<file path="src/common/edm_settings.svh">
`ifndef EDM_SETTINGS_SVH
`define EDM_SETTINGS_SVH

// buck phase array
`define EDM_PHASES      2       // 1 to 4 phases
`define EDM_DEAD_TIME   4       // both-off cycles between switch changes
`define EDM_INTERLEAVE  3       // enable stagger per phase
`define EDM_HYST        4       // current band below ip

// breakdown detection
`define EDM_WAIT_MIN    20      // earlier breakdown counts as arc
`define EDM_WAIT_MAX    200     // no breakdown by then means open
`define EDM_V_BREAK     30      // gap voltage under this is breakdown
`define EDM_V_SHORT     5       // under this on entry is a short

`define EDM_STAT_WINDOW 15      // pulses per feedback word

// spi register map
`define EDM_ADDR_TON    7'd0
`define EDM_ADDR_TOFF   7'd1
`define EDM_ADDR_IP     7'd2
`define EDM_ADDR_CTRL   7'd3    // bit0 start, bit1 stop, bit2 single
`define EDM_ADDR_FB     7'd4    // read only

`endif

</file>
<file path="src/common/edm_pkg.sv">
package edm_pkg;

    typedef logic [15:0] sample_t;  // one adc word, voltage or current
    typedef logic [15:0] time_t;    // cycle count for ton, toff, wait
    typedef logic [1:0]  gate_t;    // [1] upper switch, [0] lower switch

    // how a finished pulse ended
    typedef enum logic [1:0] {
        PULSE_NORMAL = 2'd0,        // breakdown after the min delay
        PULSE_ARC    = 2'd1,        // breakdown too early
        PULSE_OPEN   = 2'd2,        // no breakdown at all
        PULSE_SHORT  = 2'd3         // gap already collapsed
    } pulse_kind_e;

    typedef enum logic [1:0] {
        ST_IDLE      = 2'd0,        // machine stopped
        ST_WAIT      = 2'd1,        // gap voltage applied
        ST_DISCHARGE = 2'd2,        // ton window, buck phases run
        ST_DEION     = 2'd3         // toff window
    } seq_state_e;

    typedef struct packed {
        time_t   ton;               // discharge cycles
        time_t   toff;              // deion cycles
        sample_t ip;                // peak current target
        logic    single_mode;       // stop after one pulse
    } edm_cfg_s;

    typedef struct packed {
        logic        valid;         // one cycle per finished pulse
        pulse_kind_e kind;
    } pulse_event_s;

endpackage

</file>
<file path="src/verilog/spi_cmd_slave.sv">
`timescale 1ns/100ps
`include "edm_settings.svh"

module spi_cmd_slave (
    input  logic              clk,
    input  logic              rst_n,
    input  logic              sclk,
    input  logic              cs_n,
    input  logic              mosi,
    output logic              miso,
    input  logic [15:0]       feedback,
    output edm_pkg::edm_cfg_s cfg,
    output logic              start_req,
    output logic              stop_req
);
    import edm_pkg::*;

    logic [2:0]  sclk_q;        // 2-flop sync plus one for edges
    logic [2:0]  cs_q;          // same depth as sclk
    logic [1:0]  mosi_q;        // lines up with sclk_q[1]
    logic        sclk_rise;
    logic        sclk_fall;
    logic        cs_fall;
    logic        cs_rise;
    logic [23:0] frame;         // rw, addr[6:0], data[15:0]
    logic [4:0]  bit_cnt;       // saturates at 31
    logic [15:0] tx_shift;      // read data still to send
    logic [15:0] rd_word;

    always_ff @(posedge clk) begin
        if (!rst_n) begin
            sclk_q <= '0;
            cs_q   <= '1;       // deselected
            mosi_q <= '0;
        end else begin
            sclk_q <= {sclk_q[1:0], sclk};
            cs_q   <= {cs_q[1:0], cs_n};
            mosi_q <= {mosi_q[0], mosi};
        end
    end

    assign sclk_rise = sclk_q[1] & ~sclk_q[2];
    assign sclk_fall = ~sclk_q[1] & sclk_q[2];
    assign cs_fall   = ~cs_q[1] & cs_q[2];
    assign cs_rise   = cs_q[1] & ~cs_q[2];

    // read mux, valid once rw and address are in frame[7:0]
    always_comb begin
        rd_word = '0;
        if (frame[7]) begin
            case (frame[6:0])
                `EDM_ADDR_TON:  rd_word = cfg.ton;
                `EDM_ADDR_TOFF: rd_word = cfg.toff;
                `EDM_ADDR_IP:   rd_word = cfg.ip;
                `EDM_ADDR_CTRL: rd_word = {13'd0, cfg.single_mode, 2'b00};
                `EDM_ADDR_FB:   rd_word = feedback;
                default:        rd_word = '0;
            endcase
        end
    end

    always_ff @(posedge clk) begin
        if (!rst_n) begin
            frame    <= '0;
            bit_cnt  <= '0;
            tx_shift <= '0;
            miso     <= 1'b0;
        end else if (cs_fall) begin         // new frame
            frame    <= '0;
            bit_cnt  <= '0;
            tx_shift <= '0;
            miso     <= 1'b0;
        end else if (!cs_q[1]) begin
            if (sclk_rise) begin
                frame <= {frame[22:0], mosi_q[1]};  // msb first
                if (bit_cnt != 5'd31) begin
                    bit_cnt <= bit_cnt + 5'd1;
                end
            end else if (sclk_fall) begin
                if (bit_cnt == 5'd8) begin          // header done, load read data
                    miso     <= rd_word[15];
                    tx_shift <= {rd_word[14:0], 1'b0};
                end else begin
                    miso     <= tx_shift[15];
                    tx_shift <= {tx_shift[14:0], 1'b0};
                end
            end
        end else begin
            miso <= 1'b0;                   // idle low between frames
        end
    end

    // writes take effect on cs_n rise, full 24-bit frames only
    always_ff @(posedge clk) begin
        if (!rst_n) begin
            cfg       <= '0;
            start_req <= 1'b0;
            stop_req  <= 1'b0;
        end else begin
            start_req <= 1'b0;
            stop_req  <= 1'b0;
            if (cs_rise && bit_cnt == 5'd24 && !frame[23]) begin
                case (frame[22:16])
                    `EDM_ADDR_TON:  cfg.ton  <= time_t'(frame[15:0]);
                    `EDM_ADDR_TOFF: cfg.toff <= time_t'(frame[15:0]);
                    `EDM_ADDR_IP:   cfg.ip   <= sample_t'(frame[15:0]);
                    `EDM_ADDR_CTRL: begin
                        cfg.single_mode <= frame[2];
                        start_req       <= frame[0];    // one-cycle pulses
                        stop_req        <= frame[1];
                    end
                    default: ;                          // feedback is read only
                endcase
            end
        end
    end

endmodule

</file>
<file path="src/discharge/discharge_sequencer.sv">
`timescale 1ns/100ps
`include "edm_settings.svh"

module discharge_sequencer (
    input  logic                   clk,
    input  logic                   rst_n,
    input  edm_pkg::edm_cfg_s      cfg,
    input  logic                   start_req,
    input  logic                   stop_req,
    input  edm_pkg::sample_t       sample_voltage,
    output logic [`EDM_PHASES-1:0] phase_en,
    output edm_pkg::sample_t       ip_target,
    output edm_pkg::pulse_event_s  pulse_event,
    output logic                   mosfet_deion,
    output logic                   is_breakdown,
    output logic                   operation
);
    import edm_pkg::*;

    seq_state_e  state;
    seq_state_e  state_nxt;
    time_t       cnt;           // wait delay, ton or toff, restarts per state
    sample_t     v_q;           // registered gap voltage
    logic        short_now;     // low gap on the first wait cycle
    logic        stop_pend;     // stop seen, finish current pulse
    pulse_kind_e kind_q;
    pulse_kind_e kind_nxt;
    logic        v_break;
    logic        wait_done;
    logic        ton_done;
    logic        toff_done;

    assign v_break   = v_q < sample_t'(`EDM_V_BREAK);
    assign short_now = (cnt == '0) && (v_q < sample_t'(`EDM_V_SHORT));
    assign wait_done = cnt >= time_t'(`EDM_WAIT_MAX - 1);
    assign ton_done  = (17'(cnt) + 17'd1) >= 17'(cfg.ton);     // ton of 0 acts as 1
    assign toff_done = (17'(cnt) + 17'd1) >= 17'(cfg.toff);

    always_comb begin
        state_nxt = state;
        kind_nxt  = kind_q;
        case (state)
            ST_IDLE: begin
                if (start_req) begin
                    state_nxt = ST_WAIT;
                end
            end
            ST_WAIT: begin
                if (v_break) begin                  // breakdown, cnt is the delay
                    state_nxt = ST_DISCHARGE;
                    if (short_now) begin
                        kind_nxt = PULSE_SHORT;
                    end else if (cnt < time_t'(`EDM_WAIT_MIN)) begin
                        kind_nxt = PULSE_ARC;
                    end else begin
                        kind_nxt = PULSE_NORMAL;
                    end
                end else if (wait_done) begin       // gap never broke down
                    state_nxt = ST_DEION;
                    kind_nxt  = PULSE_OPEN;
                end
            end
            ST_DISCHARGE: begin
                if (ton_done) begin
                    state_nxt = ST_DEION;
                end
            end
            ST_DEION: begin
                if (toff_done) begin
                    if (stop_pend || stop_req || cfg.single_mode) begin
                        state_nxt = ST_IDLE;
                    end else begin
                        state_nxt = ST_WAIT;        // next pulse
                    end
                end
            end
            default: state_nxt = ST_IDLE;
        endcase
    end

    always_ff @(posedge clk) begin
        if (!rst_n) begin
            state       <= ST_IDLE;
            cnt         <= '0;
            v_q         <= '0;
            stop_pend   <= 1'b0;
            kind_q      <= PULSE_NORMAL;
            pulse_event <= '0;
            ip_target   <= '0;
        end else begin
            state  <= state_nxt;
            kind_q <= kind_nxt;
            v_q    <= sample_voltage;
            if (state_nxt != state || state == ST_IDLE) begin
                cnt <= '0;                          // each state counts from zero
            end else begin
                cnt <= cnt + time_t'(1);
            end
            if (state_nxt == ST_IDLE) begin
                stop_pend <= 1'b0;
            end else if (stop_req && state != ST_IDLE) begin
                stop_pend <= 1'b1;
            end
            pulse_event.valid <= (state_nxt == ST_DEION) && (state != ST_DEION);
            pulse_event.kind  <= kind_nxt;
            if (state == ST_WAIT && state_nxt == ST_DISCHARGE) begin
                ip_target <= cfg.ip;                // held for the whole ton
            end
        end
    end

    assign operation    = state != ST_IDLE;
    assign is_breakdown = state == ST_DISCHARGE;
    assign mosfet_deion = state == ST_DEION;

    // phase k joins k*interleave cycles into the discharge
    always_comb begin
        for (int k = 0; k < `EDM_PHASES; k++) begin
            phase_en[k] = is_breakdown && (cnt >= time_t'(k * `EDM_INTERLEAVE));
        end
    end

endmodule

</file>
<file path="src/discharge/buck_phase.sv">
`timescale 1ns/100ps
`include "edm_settings.svh"

module buck_phase (
    input  logic             clk,
    input  logic             rst_n,
    input  logic             en,
    input  edm_pkg::sample_t ip_target,
    input  edm_pkg::sample_t current,
    output edm_pkg::gate_t   gate
);
    import edm_pkg::*;

    localparam gate_t GATE_OFF   = 2'b00;
    localparam gate_t GATE_UPPER = 2'b10;     // charge the inductor
    localparam gate_t GATE_LOWER = 2'b01;     // freewheel
    localparam int    DEAD_W     = $clog2(`EDM_DEAD_TIME + 1);

    gate_t             gate_q;
    gate_t             side_q;      // switch the band last asked for
    gate_t             side_nxt;
    logic [DEAD_W-1:0] dead_cnt;    // consecutive both-off cycles
    logic              dead_done;
    logic              cur_low;
    logic              cur_high;

    assign cur_low   = (17'(current) + 17'(`EDM_HYST)) < 17'(ip_target);
    assign cur_high  = current > ip_target;
    assign dead_done = dead_cnt >= DEAD_W'(`EDM_DEAD_TIME - 1);

    // hysteresis, hold the side inside the band
    always_comb begin
        side_nxt = side_q;
        if (cur_low) begin
            side_nxt = GATE_UPPER;
        end else if (cur_high) begin
            side_nxt = GATE_LOWER;
        end
    end

    always_ff @(posedge clk) begin
        if (!rst_n) begin
            gate_q   <= GATE_OFF;
            side_q   <= GATE_UPPER;
            dead_cnt <= '0;
        end else begin
            side_q <= side_nxt;
            if (gate_q != GATE_OFF) begin
                dead_cnt <= '0;
            end else if (!dead_done) begin
                dead_cnt <= dead_cnt + 1'b1;
            end
            if (!en) begin
                gate_q <= GATE_OFF;
            end else if (gate_q == GATE_OFF) begin
                if (dead_done) begin
                    gate_q <= side_nxt;     // dead time served, switch on
                end
            end else if (gate_q != side_nxt) begin
                gate_q <= GATE_OFF;         // change of side starts dead time
            end
        end
    end

    // both switches drop in the same cycle as the enable
    assign gate = en ? gate_q : GATE_OFF;

endmodule

</file>
<file path="src/verilog/pulse_statistic.sv">
`timescale 1ns/100ps
`include "edm_settings.svh"

module pulse_statistic (
    input  logic                  clk,
    input  logic                  rst_n,
    input  edm_pkg::pulse_event_s pulse_event,
    output logic [15:0]           feedback
);
    import edm_pkg::*;

    logic [3:0][3:0] kind_cnt;      // indexed by pulse_kind_e
    logic [3:0][3:0] cnt_nxt;
    logic [3:0]      win_cnt;       // events in the current window
    logic            win_end;

    // count the incoming kind, 15 per window fits in 4 bits
    always_comb begin
        cnt_nxt = kind_cnt;
        cnt_nxt[pulse_event.kind] = kind_cnt[pulse_event.kind] + 4'd1;
    end

    assign win_end = win_cnt == 4'(`EDM_STAT_WINDOW - 1);

    always_ff @(posedge clk) begin
        if (!rst_n) begin
            kind_cnt <= '0;
            win_cnt  <= '0;
            feedback <= '0;
        end else if (pulse_event.valid) begin
            if (win_end) begin
                // normal, arc, open, short from the top nibble down
                feedback <= {cnt_nxt[PULSE_NORMAL],
                             cnt_nxt[PULSE_ARC],
                             cnt_nxt[PULSE_OPEN],
                             cnt_nxt[PULSE_SHORT]};
                kind_cnt <= '0;             // fresh window
                win_cnt  <= '0;
            end else begin
                kind_cnt <= cnt_nxt;
                win_cnt  <= win_cnt + 4'd1;
            end
        end
    end

endmodule

</file>
<file path="src/verilog/edm_pulse_slave.sv">
`timescale 1ns/100ps
`include "edm_settings.svh"

module edm_pulse_slave (
    input  logic                               clk,
    input  logic                               rst_n,
    input  logic                               sclk,
    input  logic                               cs_n,
    input  logic                               mosi,
    output logic                               miso,
    input  edm_pkg::sample_t                   sample_voltage,
    input  edm_pkg::sample_t [`EDM_PHASES-1:0] phase_current,
    output edm_pkg::gate_t [`EDM_PHASES-1:0]   gates,
    output logic                               mosfet_deion,
    output logic                               is_breakdown,
    output logic                               operation
);
    import edm_pkg::*;

    edm_cfg_s               cfg;            // host settings
    pulse_event_s           pulse_event;    // one per finished pulse
    sample_t                ip_target;
    logic [15:0]            feedback;
    logic                   start_req;
    logic                   stop_req;
    logic [`EDM_PHASES-1:0] phase_en;       // staggered by the sequencer

    spi_cmd_slave spi_cmd_slave_inst (
        .clk       (clk),
        .rst_n     (rst_n),
        .sclk      (sclk),
        .cs_n      (cs_n),
        .mosi      (mosi),
        .miso      (miso),
        .feedback  (feedback),
        .cfg       (cfg),
        .start_req (start_req),
        .stop_req  (stop_req)
    );

    discharge_sequencer discharge_sequencer_inst (
        .clk            (clk),
        .rst_n          (rst_n),
        .cfg            (cfg),
        .start_req      (start_req),
        .stop_req       (stop_req),
        .sample_voltage (sample_voltage),
        .phase_en       (phase_en),
        .ip_target      (ip_target),
        .pulse_event    (pulse_event),
        .mosfet_deion   (mosfet_deion),
        .is_breakdown   (is_breakdown),
        .operation      (operation)
    );

    pulse_statistic pulse_statistic_inst (
        .clk         (clk),
        .rst_n       (rst_n),
        .pulse_event (pulse_event),
        .feedback    (feedback)
    );

    // one buck controller per phase, gates go straight to the pins
    for (genvar k = 0; k < `EDM_PHASES; k++) begin : phase_gen
        buck_phase buck_phase_inst (
            .clk       (clk),
            .rst_n     (rst_n),
            .en        (phase_en[k]),
            .ip_target (ip_target),
            .current   (phase_current[k]),
            .gate      (gates[k])
        );
    end

endmodule

</file>
<file path="config.mk">
export PLATFORM = sky130hd
export DESIGN_NAME = edm_pulse_slave
export DESIGN_NICKNAME = d
export VERILOG_FILES = /design/src/common/edm_pkg.sv /design/src/verilog/spi_cmd_slave.sv /design/src/discharge/discharge_sequencer.sv /design/src/discharge/buck_phase.sv /design/src/verilog/pulse_statistic.sv /design/src/verilog/edm_pulse_slave.sv
export VERILOG_INCLUDE_DIRS = /design/src /design/src/common
export SDC_FILE = /design/constraint.sdc
export NUM_CORES = 1
export LEC_CHECK = 0
export CORE_UTILIZATION = 41
export CTS_BUF_LIST = sky130_fd_sc_hd__clkbuf_16
export CTS_CLUSTER_SIZE = 8
export DETAILED_ROUTE_END_ITERATION = 8
export DONT_BUFFER_PORTS = 1
export HOLD_SLACK_MARGIN = 0.15
export PLACE_DENSITY = 0.61
export SLEW_MARGIN = 20
export SYNTH_ARGS = -nofsm -noshare
export SYNTH_HDL_FRONTEND = slang
export SYNTH_SLANG_ARGS = --single-unit
</file>
<file path="constraint.sdc">
create_clock -name clk -period 9.5 [get_ports clk]
set_input_delay 1.425 -clock clk [delete_from_list [all_inputs] [get_ports clk]]
set_output_delay 1.425 -clock clk [all_outputs]
set_load 0.03 [all_outputs]
</file>
==> results of run 1 <==
-- area by class of cell --
class	count	area [sq um]	area share (%)
timing repair buffer	10	75.07	0.6139
clock inverter	5	57.56	0.4707
multi-input combinational	1007	6469	52.90
inverter	78	292.8	2.394
tap	335	419.2	3.428
clock buffer	30	750.7	6.139
sequential	208	4164	34.05
-- flip-flops by register name, summed over array words and instances, names as in the netlist, 15 cells and up --
name                                count
spi_cmd_slave_inst.tx_shift            15
spi_cmd_slave_inst.frame               24
discharge_sequencer_inst.ip_target     16
discharge_sequencer_inst.cnt           16
discharge_sequencer_inst.v_q           16
pulse_statistic_inst.feedback          16
pulse_statistic_inst.kind_cnt          16
spi_cmd_slave_inst.cfg                 49
-- routing by layer --
layer,GRT usage [%],vias to the layer above
met4,5.676,0
li1,-,4698
met1,27.45,4344
met3,2.852,45
met5,0,-
met2,34.27,251
-- power by group through the flow --
stage | clock (mW) | combinational [mW] | sequential [mW]
4_1_cts | 0.959 | 0.139 | 0.906
3_5_place_dp | 0 | 0.137 | 0.923
2_1_floorplan | 0 | 0.108 | 0.920
5_1_grt | 0.998 | 0.158 | 0.908
3_3_place_gp | 0 | 0.132 | 0.923
6_report | 0.943 | 0.138 | 0.907
-- cell usage after synthesis, drive strengths merged, types with 6 or more instances --
cell type / n / area [sq um]
o21ai: 28 / 140.1
buf: 8 / 43.79
dfxtp: 208 / 4164
a211oi: 37 / 277.8
ha: 104 / 1301
or3: 7 / 43.79
or2: 6 / 37.54
nand3: 37 / 190.2
nor4: 11 / 68.82
nor2: 118 / 442.9
xor2: 19 / 166.4
nor3b: 7 / 52.55
clkbuf: 52 / 195.2
a22oi: 42 / 315.3
nand2b: 10 / 62.56
xnor2: 32 / 280.3
a21oi: 152 / 760.7
nand2: 201 / 754.5
and3: 13 / 91.34
mux2i: 27 / 270.3
inv: 78 / 292.8
o22ai: 6 / 37.54
a21o: 11 / 82.58
nand4: 19 / 118.9
nor2b: 24 / 170.2
nor3: 14 / 75.07
and2: 27 / 168.9
-- kinds of logic (layout without fill, tap and decap cells) --
logic type                 Yosys count  in the layout  synth area share, %
buffers and inverters              138            123                4.773
xor gates and xnor gates            51             51                4.009
DFF                                208            208                37.38
and+or+nand+nor                    509            509                21.61
muxes                               31             31                3.235
AOI/OAI and AO/OA                  312            312                17.32
adders and majority gates          104            104                11.68
-- how the worst max path moves through the flow --
stage	from	to	slack, ns
detailed placement	discharge_sequencer_inst.cnt[2]	discharge_sequencer_inst.cnt[5]	5.36
floorplan	phase_current[4]	phase_gen[0].buck_phase_inst.gate_q[1]	5.85
CTS	discharge_sequencer_inst.cnt[12]	gates[2]	5.25
global route	discharge_sequencer_inst.cnt[0]	discharge_sequencer_inst.cnt[10]	5.04
global placement	discharge_sequencer_inst.cnt[2]	discharge_sequencer_inst.cnt[7]	5.49
finish	discharge_sequencer_inst.cnt[12]	gates[3]	5.24
-- through the flow --
stage,instance area (sq um),util [%],cells
after floorplan,11140,-,1353
after global placement,11410,43.30,1638
after detailed placement,11410,43.30,1638
after CTS,12220,46.37,1673
after global routing,12230,46.40,1673
final,12230,46.40,1673
==> run_results.csv, run 1 <==
group,metric,value,unit
setup_path,cp_top_family,"simple AND/OR/NAND/NOR gates",
clock_tree,clock-sinks,208,
power_and_ir_drop,power.density,162.5,nW/um^2
power_and_ir_drop,switching_share,22.86,%
clock_tree,h-tree-depth,1,
route,drc,0,
clock_tree,cts.clk_slew.worst_paths,0.05,ns
route,vias_per_cell,5.582,
placed_design,portBuffers,0,
sta,setup_tns,0,ns
floorplanning,rows,59,
sta,grt_setup_unrepaired,"false",
clock_tree,cts_hold_buf,0,
clock_tree,ctsResizeCount,0,
floorplanning,dieArea,27840,sq um
sta,setup_viol,0,
sta,worst_pin_slew,0.9511,ns
floorplanning,initial_core_util,42.27,%
clock_tree,cts_tree,"yes",
setup_path,critPathMaxStageDelay,0.72,ns
setup_path,worst_path_max_delay_cell,"nor4_1",
global_route,grtUsageTotal,20.49,%
logic_synthesis,synth-edff-count,0,
logic_synthesis,synthCells,1353,
job,cap_violations,0,
sta,skew,0.01417,ns
setup_path,path_cells,"or4_1 -> or2_2 -> nor4_1 -> nor3_1",
power_and_ir_drop,total_power,1.987,mW
route,vias,9338,
status,status,"completed",
hold_path,worstHoldPathCells,1,
sta,whs,0.4052,ns
floorplanning,die_h,166.8,um
route,drt_iter0_drc,652,
logic_synthesis,syn_avg_cell_area,8.234,sq um
sta,period_needed,4.264,ns
layout,final_cell_mix,"dfxtp_1 (208), nand2_1 (201), a21oi_1 (152)",
setup_path,critPathBufInv,0,
route,drt-met1-wl,13190,um
global_route,grt_max_degree,64,
logic_synthesis,async_flop_share,0,%
hold_path,hp-start,"spi_cmd_slave_inst.cs_q[0]",
route,routedWlPerCell,17.11,um
floorplanning,die_w,166.8,um
setup_path,cp_max_fo,3,
setup_path,cp_num_cells,4,
setup_path,reg2reg_slack,5.32,ns
route,top_layer,"met4",
logic_synthesis,synthesis.nets,1510,
route,wl_met3,1496,um
clock_tree,cts-root-buf,"clkbuf_16",
setup_path,crit_type,"register to output pin",
power_and_ir_drop,peakVddDrop,0.1268,mV
power_and_ir_drop,p_int,1.533,mW
layout,layout_commonest_cell,"dfxtp_1",
global_route,first_global_vias,8863,
sta,setup_slack,5.236,ns
power_and_ir_drop,power_frac_seq,45.6,%
placed_design,place_hpwl,21030,um
clock_tree,post_cts_buffers,0,
power_and_ir_drop,p_clk_share,47.4,%
layout,n_antenna_cell,0,
hold_path,hp-class,"register to register",
sta,min_period_over_period,44.88,%
logic_synthesis,synth.yosys.seq_area_share,37.38,%
setup_path,reg2reg_from,"discharge_sequencer_inst.cnt[2]",
setup_path,cp-start-kind,"register",
logic_synthesis,synth_ff_type,"dfxtp_1",
layout,final_layout_size_suffix_gt1_share,5.456,%
layout,area_growth_syn_to_layout,9.760,%
setup_path,crit_arrival,2.84,ns
layout,fillCellCount,2587,
clock_tree,numCtsBuffers,30,
floorplanning,core_area,26350,sq um
clock_tree,clock_latency,0.55,ns
route,firstDrtPassIters,5,
power_and_ir_drop,p_comb_share,6.9,%
setup_path,reg2reg_depth,14,
power_and_ir_drop,power_leakage,4.315,nW
clock_tree,clk_path_buf_depth,3,
global_route,grt_pass1_wl,46230,um
layout,fin_nets,1492,
logic_synthesis,yosysUniqueCellTypes,62,
sta,final-hold-violation-count,0,
setup_path,required,8.08,ns
floorplanning,ioPinCount,61,
logic_synthesis,synth-seq-cells,208,
sta,slew_viol_final,0,
logic_synthesis,ys_warn_count,0,
sta,maxSlewHeadroom,36.11,%
hold_path,holdPathEnd,"spi_cmd_slave_inst.cs_q[1]",
route,postRouteWirelength,28620,um
setup_path,endpoint_kind,"output pin",
sta,fmax,0.2345,GHz
setup_path,worstReg2RegEnd,"discharge_sequencer_inst.cnt[7]",
route,ant_nets,0,
logic_synthesis,syn_area,11140,sq um
global_route,antenna_found_initial,0,
global_route,grt_overflow,0,
placed_design,dp_slack,5.358,ns
route,dr_wl_met2,13280,um
power_and_ir_drop,p_sw,454.2,uW
placed_design,gp_congestion,0.8874,
Power figures use the tool's default switching activity.
==> run 2: changes to the inputs <==
PLACE_DENSITY = 0.63   (was 0.61)
clock period = 3.4 ns   (was 9.5 ns; I/O delays follow)
==> run 2 against run 1 <==
Cell area up 4.1%; wire length hardly changed; total power rose to 2.8 times the previous value; critical path type is now register to register.
==> run_results.csv, run 2 (synthesis gave the netlist of run 1 again) <==
group,metric,value,unit
global_route,grt_overflow,0,
sta,slew_viol_final,0,
layout,final_layout_size_suffix_gt1_share,8.225,%
sta,final-hold-violation-count,0,
global_route,grtUsageTotal,20.58,%
sta,worst_pin_slew,0.9615,ns
setup_path,crit_type,"register to register",
setup_path,crit_arrival,3.84,ns
sta,period_needed,3.375,ns
global_route,grt_max_degree,68,
global_route,antenna_found_initial,0,
power_and_ir_drop,power.density,431.8,nW/um^2
placed_design,portBuffers,0,
clock_tree,clk_path_buf_depth,3,
clock_tree,clock_latency,0.53,ns
clock_tree,cts-root-buf,"clkbuf_16",
layout,fin_nets,1539,
floorplanning,die_w,166.8,um
layout,multi_input_area,6544,sq um
route,drc,0,
layout,largest-register,"spi_cmd_slave_inst.cfg",
power_and_ir_drop,total_power,5.498,mW
route,ant_nets,0,
layout,final_cell_mix,"dfxtp_1 (204), nand2_1 (201), a21oi_1 (152)",
sta,min_period_over_period,99.26,%
job,cap_violations,0,
route,routedWlPerCell,16.62,um
layout,fillCellCount,2543,
sta,setup_slack,0.02503,ns
global_route,first_global_vias,9091,
sta,skew,0.01129,ns
sta,whs,0.1974,ns
status,status,"completed",
floorplanning,dieArea,27840,sq um
floorplanning,die_h,166.8,um
route,vias_per_cell,5.528,
global_route,grt_pass1_wl,46520,um
layout,largest_reg_flops,49,
setup_path,required,3.86,ns
sta,maxSlewHeadroom,35.41,%
clock_tree,clock-sinks,208,
sta,setup_viol,0,
setup_path,endpoint_kind,"register",
sta,grt_setup_unrepaired,"true",
hold_path,hp-class,"primary input to register",
layout,top_regs,"spi_cmd_slave_inst.cfg x49, spi_cmd_slave_inst.frame x24",
power_and_ir_drop,power_leakage,4.592,nW
placed_design,gp_congestion,0.8681,
route,firstDrtPassIters,7,
clock_tree,cts.clk_slew.worst_paths,0.06,ns
route,postRouteWirelength,28600,um
power_and_ir_drop,peakVddDrop,0.3413,mV
clock_tree,h-tree-depth,1,
sta,setup_tns,0,ns
placed_design,place_hpwl,20550,um
floorplanning,initial_core_util,42.27,%
floorplanning,ioPinCount,61,
layout,area_growth_syn_to_layout,14.30,%
layout,n_antenna_cell,0,
setup_path,cp-start-kind,"register",
layout,layout_commonest_cell,"dfxtp_1",
setup_path,cp_max_fo,16,
route,drt_iter0_drc,664,
floorplanning,core_area,26350,sq um
clock_tree,cts_tree,"yes",
placed_design,dp_slack,-0.02513,ns
clock_tree,numCtsBuffers,30,
route,vias,9513,
layout,layout.area.seq,4169,sq um
layout,utilization,48.32,%
floorplanning,rows,59,
sta,fmax,0.2963,GHz
run 2: changes by cell type in the layout (fill, tap and decap cells not counted), moves of 2 or more:
cell,change
xnor2_1,-2
xnor2_2,+2
dfxtp_1,-4
buf_4,+25
dfxtp_2,+4
nand3_1,-2
buf_12,+3
dlygate4sd3_1,+19
run 2: final timing paths:
check | start | end | slack [ns] | cells after the start
setup / recovery | discharge_sequencer_inst.cnt[4] | discharge_sequencer_inst.cnt[2] | 0.03 | 15
hold / removal | rst_n | phase_gen[0].buck_phase_inst.gate_q[0] | 0.20 | 2
setup reg to reg | discharge_sequencer_inst.cnt[4] | discharge_sequencer_inst.cnt[2] | 0.03 | 15
hold reg to reg | spi_cmd_slave_inst.cs_q[0] | spi_cmd_slave_inst.cs_q[1] | 0.40 | 1
run 2: where the power goes:
| group | switching (mW) | internal, mW |
|---|---|---|
| Combinational | 0.210 | 0.179 |
| Clock | 1.00 | 1.58 |
| Sequential | 0.0344 | 2.50 |
run 2: stage by stage:
step                cells  instance area (sq um)
floorplan            1353                  11180
global placement     1664                  11670
detailed placement   1664                  11670
CTS                  1720                  12700
global route         1721                  12730
finish               1721                  12730
run 2: cell type report:
cell class,count,area share (%)
inverter,78,2.299
tap,335,3.292
clock buffer,31,6.092
clock inverter,5,0.1572
timing repair buffer,57,4.029
multi-input combinational,1007,51.39
sequential,208,32.74
run 2: layer usage:
| layer | wire (um) | GRT usage (%) | share of wire [%] | vias up |
|---|---|---|---|---|
| met4 | 786 | 5.878 | 2.7 | 0 |
| met5 | 0 | 0 | 0 | - |
| met2 | 13360 | 34.66 | 47 | 265 |
| met1 | 12920 | 27.39 | 45 | 4412 |
| li1 | - | - | - | 4779 |
| met3 | 1528 | 2.757 | 5.3 | 57 |
run 2: critical path, cell delays in order (launching register included):
cell	delay [ns]
dfxtp_2	0.32
and3_4	0.20
and3_4	0.18
nand2_1	0.08
nor2_4	0.14
nand3_2	0.11
xnor2_2	0.16
ha_1	0.30
nand4_1	0.13
or2_2	0.13
nor4_1	0.04
or3_1	0.30
or4_4	0.49
a2111o_1	0.42
buf_12	0.17
nor2b_1	0.11
run 2: repair_timing:
| action | CTS | global route |
|---|---|---|
| resized for setup | 5 | 5 |
| endpoints found under the hold margin | 34 | 0 |
| endpoints found under the setup margin | 15 | 16 |
| setup buffers | 0 | 1 |
| hold buffers | 20 | 0 |
| pin swaps | 1 | 1 |
| cloned | 0 | 0 |
